### src/dcache_pkg.sv
package dcache_pkg;

    // geometry
    localparam int word_bits   = 32;
    localparam int word_bytes  = word_bits / 8;
    localparam int way_bits    = 2;
    localparam int index_bits  = 2;
    localparam int offset_bits = 2;
    localparam int align_bits  = 2;
    localparam int tag_bits    = word_bits - index_bits - offset_bits - align_bits;

    localparam int num_ways    = 1 << way_bits;
    localparam int num_sets    = 1 << index_bits;
    localparam int num_words   = 1 << offset_bits;
    localparam int num_entries = num_ways * num_sets * num_words;

    typedef logic [tag_bits-1:0]    tag_t;
    typedef logic [index_bits-1:0]  index_t;
    typedef logic [offset_bits-1:0] offset_t;
    typedef logic [way_bits-1:0]    way_t;
    typedef logic [word_bits-1:0]   word_t;
    typedef logic [word_bytes-1:0]  strobe_t;

    typedef struct packed {
        tag_t                  tag;
        index_t                index;
        offset_t               offset;
        logic [align_bits-1:0] zeros;
    } addr_t;

    // word position inside data_ram
    typedef struct packed {
        way_t    way;
        index_t  index;
        offset_t offset;
    } pos_t;

    typedef struct packed {
        logic valid;
        logic dirty;
    } record_t;

    typedef record_t [num_ways-1:0] meta_t;
    typedef tag_t    [num_ways-1:0] tags_t;
    typedef logic    [num_ways-2:0] select_t;

    typedef enum logic [1:0] {
        cop_none,
        cop_index_inv,
        cop_index_wb_inv,
        cop_hit_wb_inv
    } cop_e;

    typedef enum logic [2:0] {
        idle,
        read,
        write,
        fill,
        flush
    } miss_state_e;

    // processor side
    typedef struct packed {
        logic    req;
        logic    is_write;
        strobe_t strobe;
        addr_t   addr;
        word_t   data;
        cop_e    cop;
    } dbus_req_t;

    typedef struct packed {
        logic  addr_ok;
        logic  data_ok;
        word_t data;
    } dbus_resp_t;

    // memory side
    typedef struct packed {
        logic  valid;
        logic  is_write;
        addr_t addr;
        word_t wdata;
    } cbus_req_t;

    typedef struct packed {
        logic  okay;
        logic  last;
        word_t rdata;
    } cbus_resp_t;

endpackage

### src/set_ram.sv
module set_ram #(
    parameter int width = 8
) (
    input  logic               clk,
    input  logic               resetn,
    input  dcache_pkg::index_t addr,
    input  logic [width-1:0]   wdata,
    output logic [width-1:0]   rdata
);
    import dcache_pkg::*;

    logic [width-1:0] mem [num_sets];

    // combinational read
    // the new value lands on the next edge
    assign rdata = mem[addr];

    always_ff @(posedge clk) begin
        if (resetn) begin
            // all records start out invalid
            for (int i = 0; i < num_sets; i++) begin
                mem[i] <= '0;
            end
        end else begin
            mem[addr] <= wdata;
        end
    end

endmodule

### config.mk
export PLATFORM = sky130hd
export DESIGN_NAME = set_ram
export DESIGN_NICKNAME = d
export VERILOG_FILES = /design/src/dcache_pkg.sv /design/src/set_ram.sv
export SDC_FILE = /design/constraint.sdc
export NUM_CORES = 1
export LEC_CHECK = 0
export BUFFER_PORTS_ARGS = -buffer_cell sky130_fd_sc_hd__buf_2
export CAP_MARGIN = 20
export CORE_UTILIZATION = 52
export CTS_BUF_LIST = sky130_fd_sc_hd__clkbuf_16
export DETAILED_ROUTE_END_ITERATION = 16
export PLACE_DENSITY = 0.8
export SLEW_MARGIN = 10
export SYNTH_ARGS = -nofsm -noshare
export SYNTH_HDL_FRONTEND = slang
export SYNTH_SLANG_ARGS = --single-unit
### constraint.sdc
create_clock -name clk -period 2.1 [get_ports clk]
set_clock_uncertainty 0.2 [all_clocks]
set_input_delay 0 -clock clk [delete_from_list [all_inputs] [get_ports clk]]
set_output_delay 0 -clock clk [all_outputs]
set_load 0.02 [all_outputs]
# Word-level counts from Yosys, hierarchy flattened
# Memories as Yosys holds them, arrays and structs flattened.
# Cells that the tools add are included.
[classes] n_mux=6 reduce_logical=1
[ops] op="$mux W8" n=1
[ops] op="$reduce_or A8 Y1" n=1
[ops] op="$mux W1" n=4
[ops] op="$mux W2" n=1
[totals] register_bits=0 ramBits=32 inputBits=12 output_inout_bits=8 wordCells=8 memories=1
[memory_table] memory="mem" words=4 word_bits=8 read_ports=1 rd_ports_with_merged_regs=0 wr=4 line="set_ram.sv:12" source="logic [width-1:0] mem [num_sets];"

# Logic depth before layout (Yosys ltp)
# Gate-level depths: netlist of run 1.
[logic_depth] ltp_word=3 ltp_mapped=4 depth_no_buf=2

# Least setup slack after synthesis of run 1
# No wires, ideal clock.
[synth_timing] path_type="input to register" from="input port addr[1]" to="memory mem[0][0], enable pin" setup_ns=0.334 arrival_time_ns=0.730 required_time_ns=1.566 setup_slack_ns=0.836 path_stages=4 path_buffers=2 cell_sequence="buf_4 > or2_1 > buf_2 > nand2b_1"
[synth_rtl] item="start, declared" line="set_ram.sv:6" source="input dcache_pkg::index_t addr,"
[synth_rtl] item="end, declared" line="set_ram.sv:12"

# Worst setup path in the final report of run 1
[layout_timing] from="memory mem[0][3]" to="output port rdata[3]"
[layout_via] elab_chain_cells=1
[layout_rtl] item="$mem_v2 Z4 W8"
[layout_rtl] item="end, declared" line="set_ram.sv:8" source="output logic [width-1:0] rdata"
# Every way passes these cells.

==> flow_metrics.py, run 1 <==
metrics = {
    "yosys": {
        "synth_top_family_by_area": "simple AND/OR/NAND/NOR gates",
        "synth-simple-area-share_pct": 13.0,
        "synth_top_cell_by_area": "edfxtp_1",
        "ys_ff_latch": 32,
        "syn_area_um2": 1400,
        "synth.most_common_cell": "edfxtp_1",
        "ys.flop_type": "edfxtp_1",
        "synth_fa_ha_area_share_pct": 0,
        "syn_inst": 93,
        "synth_area_per_cell_um2": 15.0,
        "synthMuxAreaShare_pct": 12.9,
        "synthArstFlopShare_pct": 0,
        "synth_common_cells": "edfxtp_1 (32), nor2_1 (23), nand2b_1 (12), inv_1 (8), mux4_2 (8)",
        "synth.distinct_cells": 13,
        "synth_edf_count": 32,
        "yosys.area.top_type_share_pct": 68.8,
        "ys_warn_count": 0,
        "synth_area_leaders": "edfxtp_1 (69%), mux4_2 (13%), nor2_1 (6.2%), nand2b_1 (5.4%), inv_1 (2.2%)",
        "synth-seq-area-share_pct": 68.8,
        "synth_xor_area_share_pct": 0,
        "synth_nets": 105,
        "synth-compound-area-share_pct": 0.538,
    },
    "routing": {
        "drc_errors": 0,
        "final_antenna_net_count": 0,
        "wirelength_um": 2700,
        "wl_per_cell_um": 18.1,
        "drt_iter0_drc": 51,
        "num_vias": 832,
        "dr.pass1.iters": 4,
        "routed_via_density": 5.58,
    },
    "clock_network": {
        "cts.clk_slew.worst_paths_ns": 0.05,
        "cts-root-buf": "clkbuf_16",
        "htree_levels": 2,
        "clkSinkCount": 32,
        "cts_tree": "yes",
        "post_cts_buffers": 0,
        "clockBufferDepth": 2,
        "cts_buffers": 5,
    },
    "layout": {
        "largestRegisters": "mem: 32 flops",
        "drive_gt1_share_pct": 27.7,
        "n_antenna_cell": 0,
        "largest_reg_flops": 32,
        "top_register": "mem",
        "utilization_pct": 67.9,
        "fillCellCount": 180,
        "area_growth_pct": 21.6,
        "nNetsFinal": 133,
    },
    "sta": {
        "timing.fmax_ghz": 0.666,
        "worst_slack_ns": 0.598,
        "relSlewSlack_pct": 74.7,
        "min_period_over_period_pct": 71.5,
        "setup_viol": 0,
        "fin_tns_setup_ns": 0,
        "drv_slew": 0,
        "hold_viol_final": 0,
        "period_minus_slack_ns": 1.50,
        "worst_slew_pin_slew_ns": 0.380,
        "grt_setup_unrepaired": "no",
    },
    "global_routing": {
        "grt_max_degree": 13,
        "grt_overflow": 0,
        "grt_first_pass_wirelength_um": 4300,
        "grt.total_usage_pct": 24.2,
        "grt_pass1_vias": 754,
        "antenna_found_initial": 0,
    },
    "critical_path": {
        "arrival_ns": 1.30,
        "path_cells": "mux4_2 > buf_2",
        "crit_buf_inv": 1,
        "crit_path_end_kind": "output pin",
        "cpPeakStageDelay_ns": 0.46,
        "crit_fanout": 1,
        "start_kind": "register",
        "crit_type": "register to output pin",
        "cpLargestDelayFamily": "multiplexers",
        "slowest_stage": "mux4_2",
        "critPathRequiredTime_ns": 1.90,
    },
    "place": {
        "io_buffers": 19,
        "preCtsSetupSlack_ns": 0.534,
        "gp_congestion": 0.772,
        "hpwl_um": 1810,
    },
    "die": {
        "die_x_um": 53.8,
        "row_count": 18,
        "core_um2": 2500,
        "start_util_pct": 55.9,
        "io_pins": 20,
        "chipHeight_um": 53.8,
        "fp.dieArea_um2": 2900,
    },
    "worst_hold_path": {
        "min-delay-start": "resetn",
        "hold_class": "primary input to register",
        "min_to": "mem[3][2]$_DFFE_PP_",
        "min_delay_path_depth": 3,
    },
    "run_status": {
        "status": "finished clean",
    },
    "power": {
        "peakVddDrop_mv": 0.739,
        "p_leak_nw": 0.690,
        "p_per_area_nw_per_um2": 936,
    },
    "run": {
        "drv_cap": 0,
    },
}
cell families (layout without fill, tap and decap cells):
| group | count (synthesis) | count (layout) |
|---|---|---|
| mux | 8 | 8 |
| compound gates | 1 | 1 |
| simple gates | 38 | 38 |
| flops | 32 | 32 |
| buf+inv | 14 | 40 |
cells in the final DEF (no fill, tap or decap):
master         count
edfxtp_1          32
nor2_1            23
dlygate4sd3_1      8
inv_1              8
or2_1              1
buf_2             19
a21o_1             1
clkbuf_16          5
or2b_1             1
mux4_2             8
nand2b_1          12
nor2_2             1
repair_timing:
action,in CTS,in global routing
resized for setup,0,0
endpoints found under the hold margin,28,0
hold buffers,8,0
per-stage QoR:
step | power [W] | instances | instance area, µm² | hold slack (ns)
2_1_floorplan | 0.000896 | 93 | 1400 | 0.0335
3_3_place_gp | 0.000943 | 136 | 1490 | 0.176
3_5_place_dp | 0.000949 | 136 | 1490 | 0.174
4_1_cts | 0.00160 | 149 | 1700 | 0.119
5_1_grt | 0.00164 | 149 | 1700 | 0.144
6_report | 0.00159 | 149 | 1700 | 0.126
final cells by class:
cell class	instances	area, µm²	share of cell area (%)
multi-input cells	47	369	21.7
clock buffers	5	125	7.37
repair buffers	27	175	10.3
well taps	30	37.5	2.21
inverters	8	30.0	1.77
flip-flops and latches	32	961	56.6
metal layers:
metal	wire [µm]	vias to the layer above	GRT usage (%)	part of all wire, %
met3	302	6	10.2	11
met5	0	-	0	0
met2	1260	46	32.7	47
met1	1090	403	34.2	40
met4	47	0	10.5	1.7
li1	-	377	-	-
how the worst max path moves through the flow:
stage	from	slack [ns]	end	cells after the start
after floorplan	addr[1]	0.84	mem[0][0]$_SDFFCE_PN0P_	4
after global routing	mem[2][2]$_SDFFCE_PN0P_	0.56	rdata[2]	2
final	mem[0][3]$_SDFFCE_PN0P_	0.60	rdata[3]	2
after global placement	addr[0]	0.63	mem[1][5]$_SDFFCE_PN0P_	3
after CTS	mem[0][0]$_SDFFCE_PN0P_	0.59	rdata[0]	2
after detailed placement	addr[0]	0.53	mem[1][2]$_SDFFCE_PN0P_	3
power breakdown:
part | leakage [nW] | internal (W) | total (W) | switching, W
clock network | 0.0616 | 0.000416 | 0.000641 | 0.000225
registers | 0.325 | 0.000765 | 0.000783 | 0.0000184
logic | 0.303 | 0.0000725 | 0.000165 | 0.0000930
total | 0.690 | 0.00125 | 0.00159 | 0.000336
Power figures use the tool's default switching activity.
==> run 2: changes to the inputs <==
ABC_AREA = 1   (was not set)
CORE_UTILIZATION = 51   (was 52)
clock period = 1.22 ns   (was 2.1 ns; I/O delays follow)
==> run 2 against run 1 <==
Effect of this change: the flow now finishes with violations (DRC, setup timing); worst setup slack worse by 0.66 ns; cell area rose by 22%; worst hold slack lost 0.064 ns; sequential power increased by 71%; clock-buffer cell count is the same; critical endpoint is now rdata[5]; largest power group unchanged; combinational power grew to 2.6 times the previous value; first-iteration DRC count grew 27%; non-clock buffer count is 10 higher; die area up 16%; power rose by 80%; synthesized cell count rose by 90%; utilization up 3.9 points.
==> flow_metrics.py, run 2 <==
metrics = {
    "yosys": {
        "synth_nets": 189,
        "synth_common_cells": "nand2_1 (43), inv_1 (40), edfxtp_1 (32), nor2_1 (25), nand3_1 (16)",
        "synth_area_leaders": "edfxtp_1 (60%), nand2_1 (10%), inv_1 (9.4%), nor2_1 (5.9%), nand3_1 (5.0%)",
        "synthArstFlopShare_pct": 0,
        "yosys.area.top_type_share_pct": 60.0,
        "synth.most_common_cell": "nand2_1",
        "synth-seq-area-share_pct": 60.0,
        "synth.distinct_cells": 14,
        "synth_top_cell_by_area": "edfxtp_1",
        "syn_area_um2": 1600,
        "ys_ff_latch": 32,
        "synth_area_per_cell_um2": 9.06,
        "synth_edf_count": 32,
        "ys_warn_count": 0,
        "syn_inst": 177,
        "ys.flop_type": "edfxtp_1",
    },
    "layout": {
        "final_common_cell": "nand2_1",
        "largestRegisters": "mem: 32 flops",
        "drive_gt1_share_pct": 26.2,
        "n_antenna_cell": 0,
        "fin_cells": 256,
        "area_growth_pct": 28.9,
        "largest_reg_flops": 32,
        "nNetsFinal": 228,
        "mostFrequentLayoutCells": "nand2_1 (41), inv_1 (40), edfxtp_1 (32)",
        "utilization_pct": 71.8,
        "top_register": "mem",
    },
    "die": {
        "io_pins": 20,
        "core_um2": 2880,
        "start_util_pct": 55.7,
        "chipHeight_um": 58.1,
        "die_x_um": 58.1,
        "row_count": 19,
        "fp.dieArea_um2": 3370,
    },
    "place": {
        "hpwl_um": 2260,
        "gp_congestion": 0.799,
        "dpl.cell_count": 243,
        "preCtsSetupSlack_ns": 0.0389,
        "io_buffers": 19,
    },
    "critical_path": {
        "crit_path_end_kind": "output pin",
        "critPathRequiredTime_ns": 1.02,
        "crit_fanout": 1,
        "worstSetupStartpoint": "mem[2][5]$_SDFFCE_PN0P_",
        "arrival_ns": 1.08,
        "crit_type": "register to output pin",
        "start_kind": "register",
    },
    "sta": {
        "worst_slew_pin_slew_ns": 0.377,
        "worst_slack_ns": -0.0613,
        "grt_setup_unrepaired": "yes",
        "hold_viol_final": 0,
        "period_minus_slack_ns": 1.28,
        "min_period_over_period_pct": 105,
        "timing.fmax_ghz": 0.780,
        "relSlewSlack_pct": 74.8,
        "drv_slew": 0,
        "whs_ns": 0.0622,
        "setup_viol": 3,
    },
    "routing": {
        "wirelength_um": 3220,
        "drc_errors": 3,
        "dr.pass1.iters": 10,
        "num_vias": 1225,
        "drt_iter0_drc": 65,
        "wl_per_cell_um": 12.6,
        "final_antenna_net_count": 0,
        "routed_via_density": 4.79,
    },
    "power": {
        "peakVddDrop_mv": 1.13,
        "p_per_area_nw_per_um2": 1390,
        "p_leak_nw": 1.01,
        "total_power_w": 0.00286,
    },
    "global_routing": {
        "grt_pass1_vias": 1278,
        "antenna_found_initial": 0,
        "grt_first_pass_wirelength_um": 5490,
        "grt_max_degree": 19,
        "grt_overflow": 0,
        "grt.total_usage_pct": 23.1,
    },
    "run_status": {
        "status": "finished, violations left",
        "violations": "DRC, setup timing",
    },
    "clock_network": {
        "htree_levels": 2,
        "post_cts_buffers": 0,
        "cts_tree": "yes",
        "clockBufferDepth": 2,
        "cts-root-buf": "clkbuf_16",
        "cts.clk_slew.worst_paths_ns": 0.05,
        "clkSinkCount": 32,
        "cts_buffers": 5,
    },
    "worst_hold_path": {
        "hold_class": "primary input to register",
        "min-delay-start": "resetn",
    },
    "run": {
        "drv_cap": 0,
    },
}
==> run 2: cell count changes after synthesis, sizes merged <==
cell | previous run | this run
nand2 | 0 | 46
inv | 8 | 43
nand3 | 0 | 16
nand2b | 12 | 0
nor2 | 24 | 35
mux4 | 8 | 0
clkbuf | 2 | 0
a21o | 1 | 0
buf | 4 | 5
or2 | 1 | 0
or2b | 1 | 0
==> run 2: through the flow <==
step | setup TNS [ns] | instance area (µm²)
2_1_floorplan | 0 | 1600
3_3_place_gp | 0 | 1790
3_5_place_dp | 0 | 1790
4_1_cts | -0.0792 | 2060
5_1_grt | -0.474 | 2070
6_report | -0.102 | 2070
==> run 2: critical path, stage by stage (launching register included) <==
cell and delay (ns):
edfxtp_1 0.37, inv_1 0.08, nand2_2 0.06, nand3_2 0.10, nand2_2 0.07, buf_6 0.13
==> run 2: cell families after synthesis <==
family	synth area share (%)
AND/OR/NAND/NOR	26.9
flip-flops	60.0
buffers and inverters	13.1
==> run 2: final timing paths <==
path / end / cells after the start / slack [ns]
setup / recovery: rdata[5] / 5 / -0.06
hold / removal: mem[3][2]$_DFFE_PP_ / 3 / 0.06
==> run 2: cell type report <==
cell class	count	area, µm²
Sequential cell	32	961
Inverter	43	164
Multi-Input combinational cell	97	457
Fill cell	221	811
Clock buffer	5	125
Tap cell	42	52.6
Timing Repair Buffer	37	307
==> run 2: layer usage <==
layer / GRT usage [%] / wire (µm)
met4: 12.2 / 119
met3: 6.47 / 149
met2: 41.5 / 1710
met1: 24.3 / 1240
met5: 0 / 0
==> run 2: repair_timing <==
item | CTS | global route
endpoints found under the setup margin | 7 | 8
pin swaps | 4 | 3
cloned | 0 | 0
hold buffers | 8 | 0
resized for setup | 18 | 2
hold endpoints to repair | 32 | 0
==> run 2: report_power, final <==
part           switching (W)  internal (W)
combinational       0.000254      0.000174
sequential         0.0000236       0.00132
clock               0.000380      0.000715
total               0.000658       0.00221
==> run 3: changes to the inputs <==
ABC_AREA = not set   (was 1)
CORE_UTILIZATION = 50   (was 51)
TNS_END_PERCENT = 30   (was not set)
==> run 3 against run 2 <==
Effect of this change: the flow finishes with violations (setup timing); sequential share of layout area grew 6.0 points; global-route usage shrank 2.4 points; sequential cell count is the same; maximum frequency shrank 13%; worst setup slack lost 0.20 ns; critical path type unchanged; critical endpoint is now rdata[1]; largest cell class unchanged; highest routed layer unchanged.
==> flow_metrics.py, run 3 (synthesis gave the netlist of run 1 again) <==
metrics = {
    "clock_network": {
        "cts_tree": "yes",
        "cts_buffers": 5,
        "cts.clk_slew.worst_paths_ns": 0.05,
        "htree_levels": 2,
        "clockBufferDepth": 2,
        "clkSinkCount": 32,
        "cts-root-buf": "clkbuf_16",
        "post_cts_buffers": 0,
    },
    "die": {
        "io_pins": 20,
        "fp.dieArea_um2": 3010,
        "chipHeight_um": 54.8,
        "core_um2": 2570,
        "row_count": 18,
        "die_x_um": 54.8,
        "start_util_pct": 54.4,
    },
    "layout": {
        "nNetsFinal": 145,
        "multi_input_area_um2": 372,
        "largestRegisters": "mem: 32 flops",
        "fillCellCount": 179,
        "largest_reg_flops": 32,
        "mostFrequentLayoutCells": "edfxtp_1 (32), nor2_1 (23), buf_2 (16)",
        "top_register": "mem",
        "drive_gt1_share_pct": 34.6,
        "ff_latch_area_um2": 961,
        "final_common_cell": "edfxtp_1",
        "n_antenna_cell": 0,
        "area_growth_pct": 31.0,
    },
    "place": {
        "gp_congestion": 0.775,
        "hpwl_um": 1770,
        "preCtsSetupSlack_ns": 0.00972,
        "io_buffers": 19,
    },
    "critical_path": {
        "cpPeakStageDelay_ns": 0.45,
        "slowest_stage": "mux4_2",
        "crit_fanout": 1,
        "arrival_ns": 1.28,
        "critPathRequiredTime_ns": 1.02,
        "start_kind": "register",
        "crit_path_end_kind": "output pin",
        "path_cells": "mux4_2 > buf_2",
        "crit_type": "register to output pin",
        "crit_buf_inv": 1,
        "cpLargestDelayFamily": "multiplexers",
    },
    "worst_hold_path": {
        "hold_class": "primary input to register",
    },
    "routing": {
        "wl_per_cell_um": 15.4,
        "wirelength_um": 2520,
        "drc_errors": 0,
        "final_antenna_net_count": 0,
        "drt_iter0_drc": 16,
        "dr.pass1.iters": 4,
        "routed_via_density": 5.02,
        "num_vias": 819,
    },
    "power": {
        "peakVddDrop_mv": 1.68,
        "p_switching_w": 0.000590,
        "p_clk_share_pct": 40.0,
        "p_sw_share_pct": 21.0,
        "p_leak_nw": 0.758,
        "total_power_w": 0.00280,
        "power.internal_w": 0.00221,
        "p_seq_share_pct": 47.8,
        "p_per_area_nw_per_um2": 1530,
        "comb_power_share_pct": 12.2,
    },
    "sta": {
        "hold_viol_final": 0,
        "timing.fmax_ghz": 0.677,
        "worst_slew_pin_slew_ns": 0.243,
        "worst_slack_ns": -0.258,
        "min_period_over_period_pct": 121,
        "relSlewSlack_pct": 83.8,
        "fin_tns_setup_ns": -1.98,
        "drv_slew": 0,
        "setup_viol": 8,
        "period_minus_slack_ns": 1.48,
        "grt_setup_unrepaired": "yes",
    },
    "global_routing": {
        "antenna_found_initial": 0,
        "grt_overflow": 0,
        "grt_max_degree": 13,
        "grt_pass1_vias": 847,
        "grt.total_usage_pct": 20.7,
        "grt_first_pass_wirelength_um": 3810,
    },
    "run": {
        "drv_cap": 0,
    },
    "run_status": {
        "violations": "setup timing",
        "status": "finished, violations left",
    },
}
run 3: cell count changes in the layout (fill, tap and decap cells not counted), moves of 7 or more:
| cell | previous run | this run |
|---|---|---|
| mux4_2 | 0 | 8 |
| nand2_1 | 41 | 0 |
| inv_1 | 40 | 8 |
| nor2_2 | 8 | 1 |
| nand2b_1 | 0 | 11 |
| nand3_1 | 12 | 0 |
run 3: cell type report:
class,instances,share of cell area (%)
Clock buffer,5,6.84
Inverter,8,1.64
Clock inverter,2,0.410
Sequential cell,32,52.5
Multi-Input combinational cell,47,20.3
Tap cell,30,2.05
Timing Repair Buffer,39,16.2
run 3: through the flow:
stage          cell area, µm²  util, %  hold WS, ns  cells
2_1_floorplan            1400        -       0.0335     93
3_3_place_gp             1600     62.2        0.127    148
3_5_place_dp             1600     62.2        0.132    148
4_1_cts                  1820     71.0       0.0612    163
5_1_grt                  1830     71.2        0.102    163
6_report                 1830     71.2       0.0625    163
run 3: power groups by stage:
stage	Clock, W	Sequential (W)	Combinational, W
2_1_floorplan	0	0.00135	0.000197
3_3_place_gp	0	0.00135	0.000299
3_5_place_dp	0	0.00136	0.000306
4_1_cts	0.00114	0.00134	0.000340
5_1_grt	0.00119	0.00134	0.000371
6_report	0.00112	0.00134	0.000343
run 3: final timing paths:
check                              startpoint             endpoint  slack [ns]  depth (start not counted)
worst min-delay path                   resetn  mem[3][6]$_DFFE_PP_        0.06                          3
worst max-delay path  mem[2][1]$_SDFFCE_PN0P_             rdata[1]       -0.26                          2
run 3: metal layers:
| metal | part of all wire, % | GRT usage (%) |
|---|---|---|
| met4 | 1.5 | 9.83 |
| met2 | 54 | 36.1 |
| met1 | 40 | 20.2 |
| met3 | 4.4 | 9.72 |
| met5 | 0 | 0 |
run 3: repair_timing:
| item | CTS | global route |
|---|---|---|
| hold endpoints to repair | 32 | 0 |
| setup endpoints to repair | 8 | 8 |
| hold buffers | 8 | 0 |
| gates resized for setup | 4 | 2 |
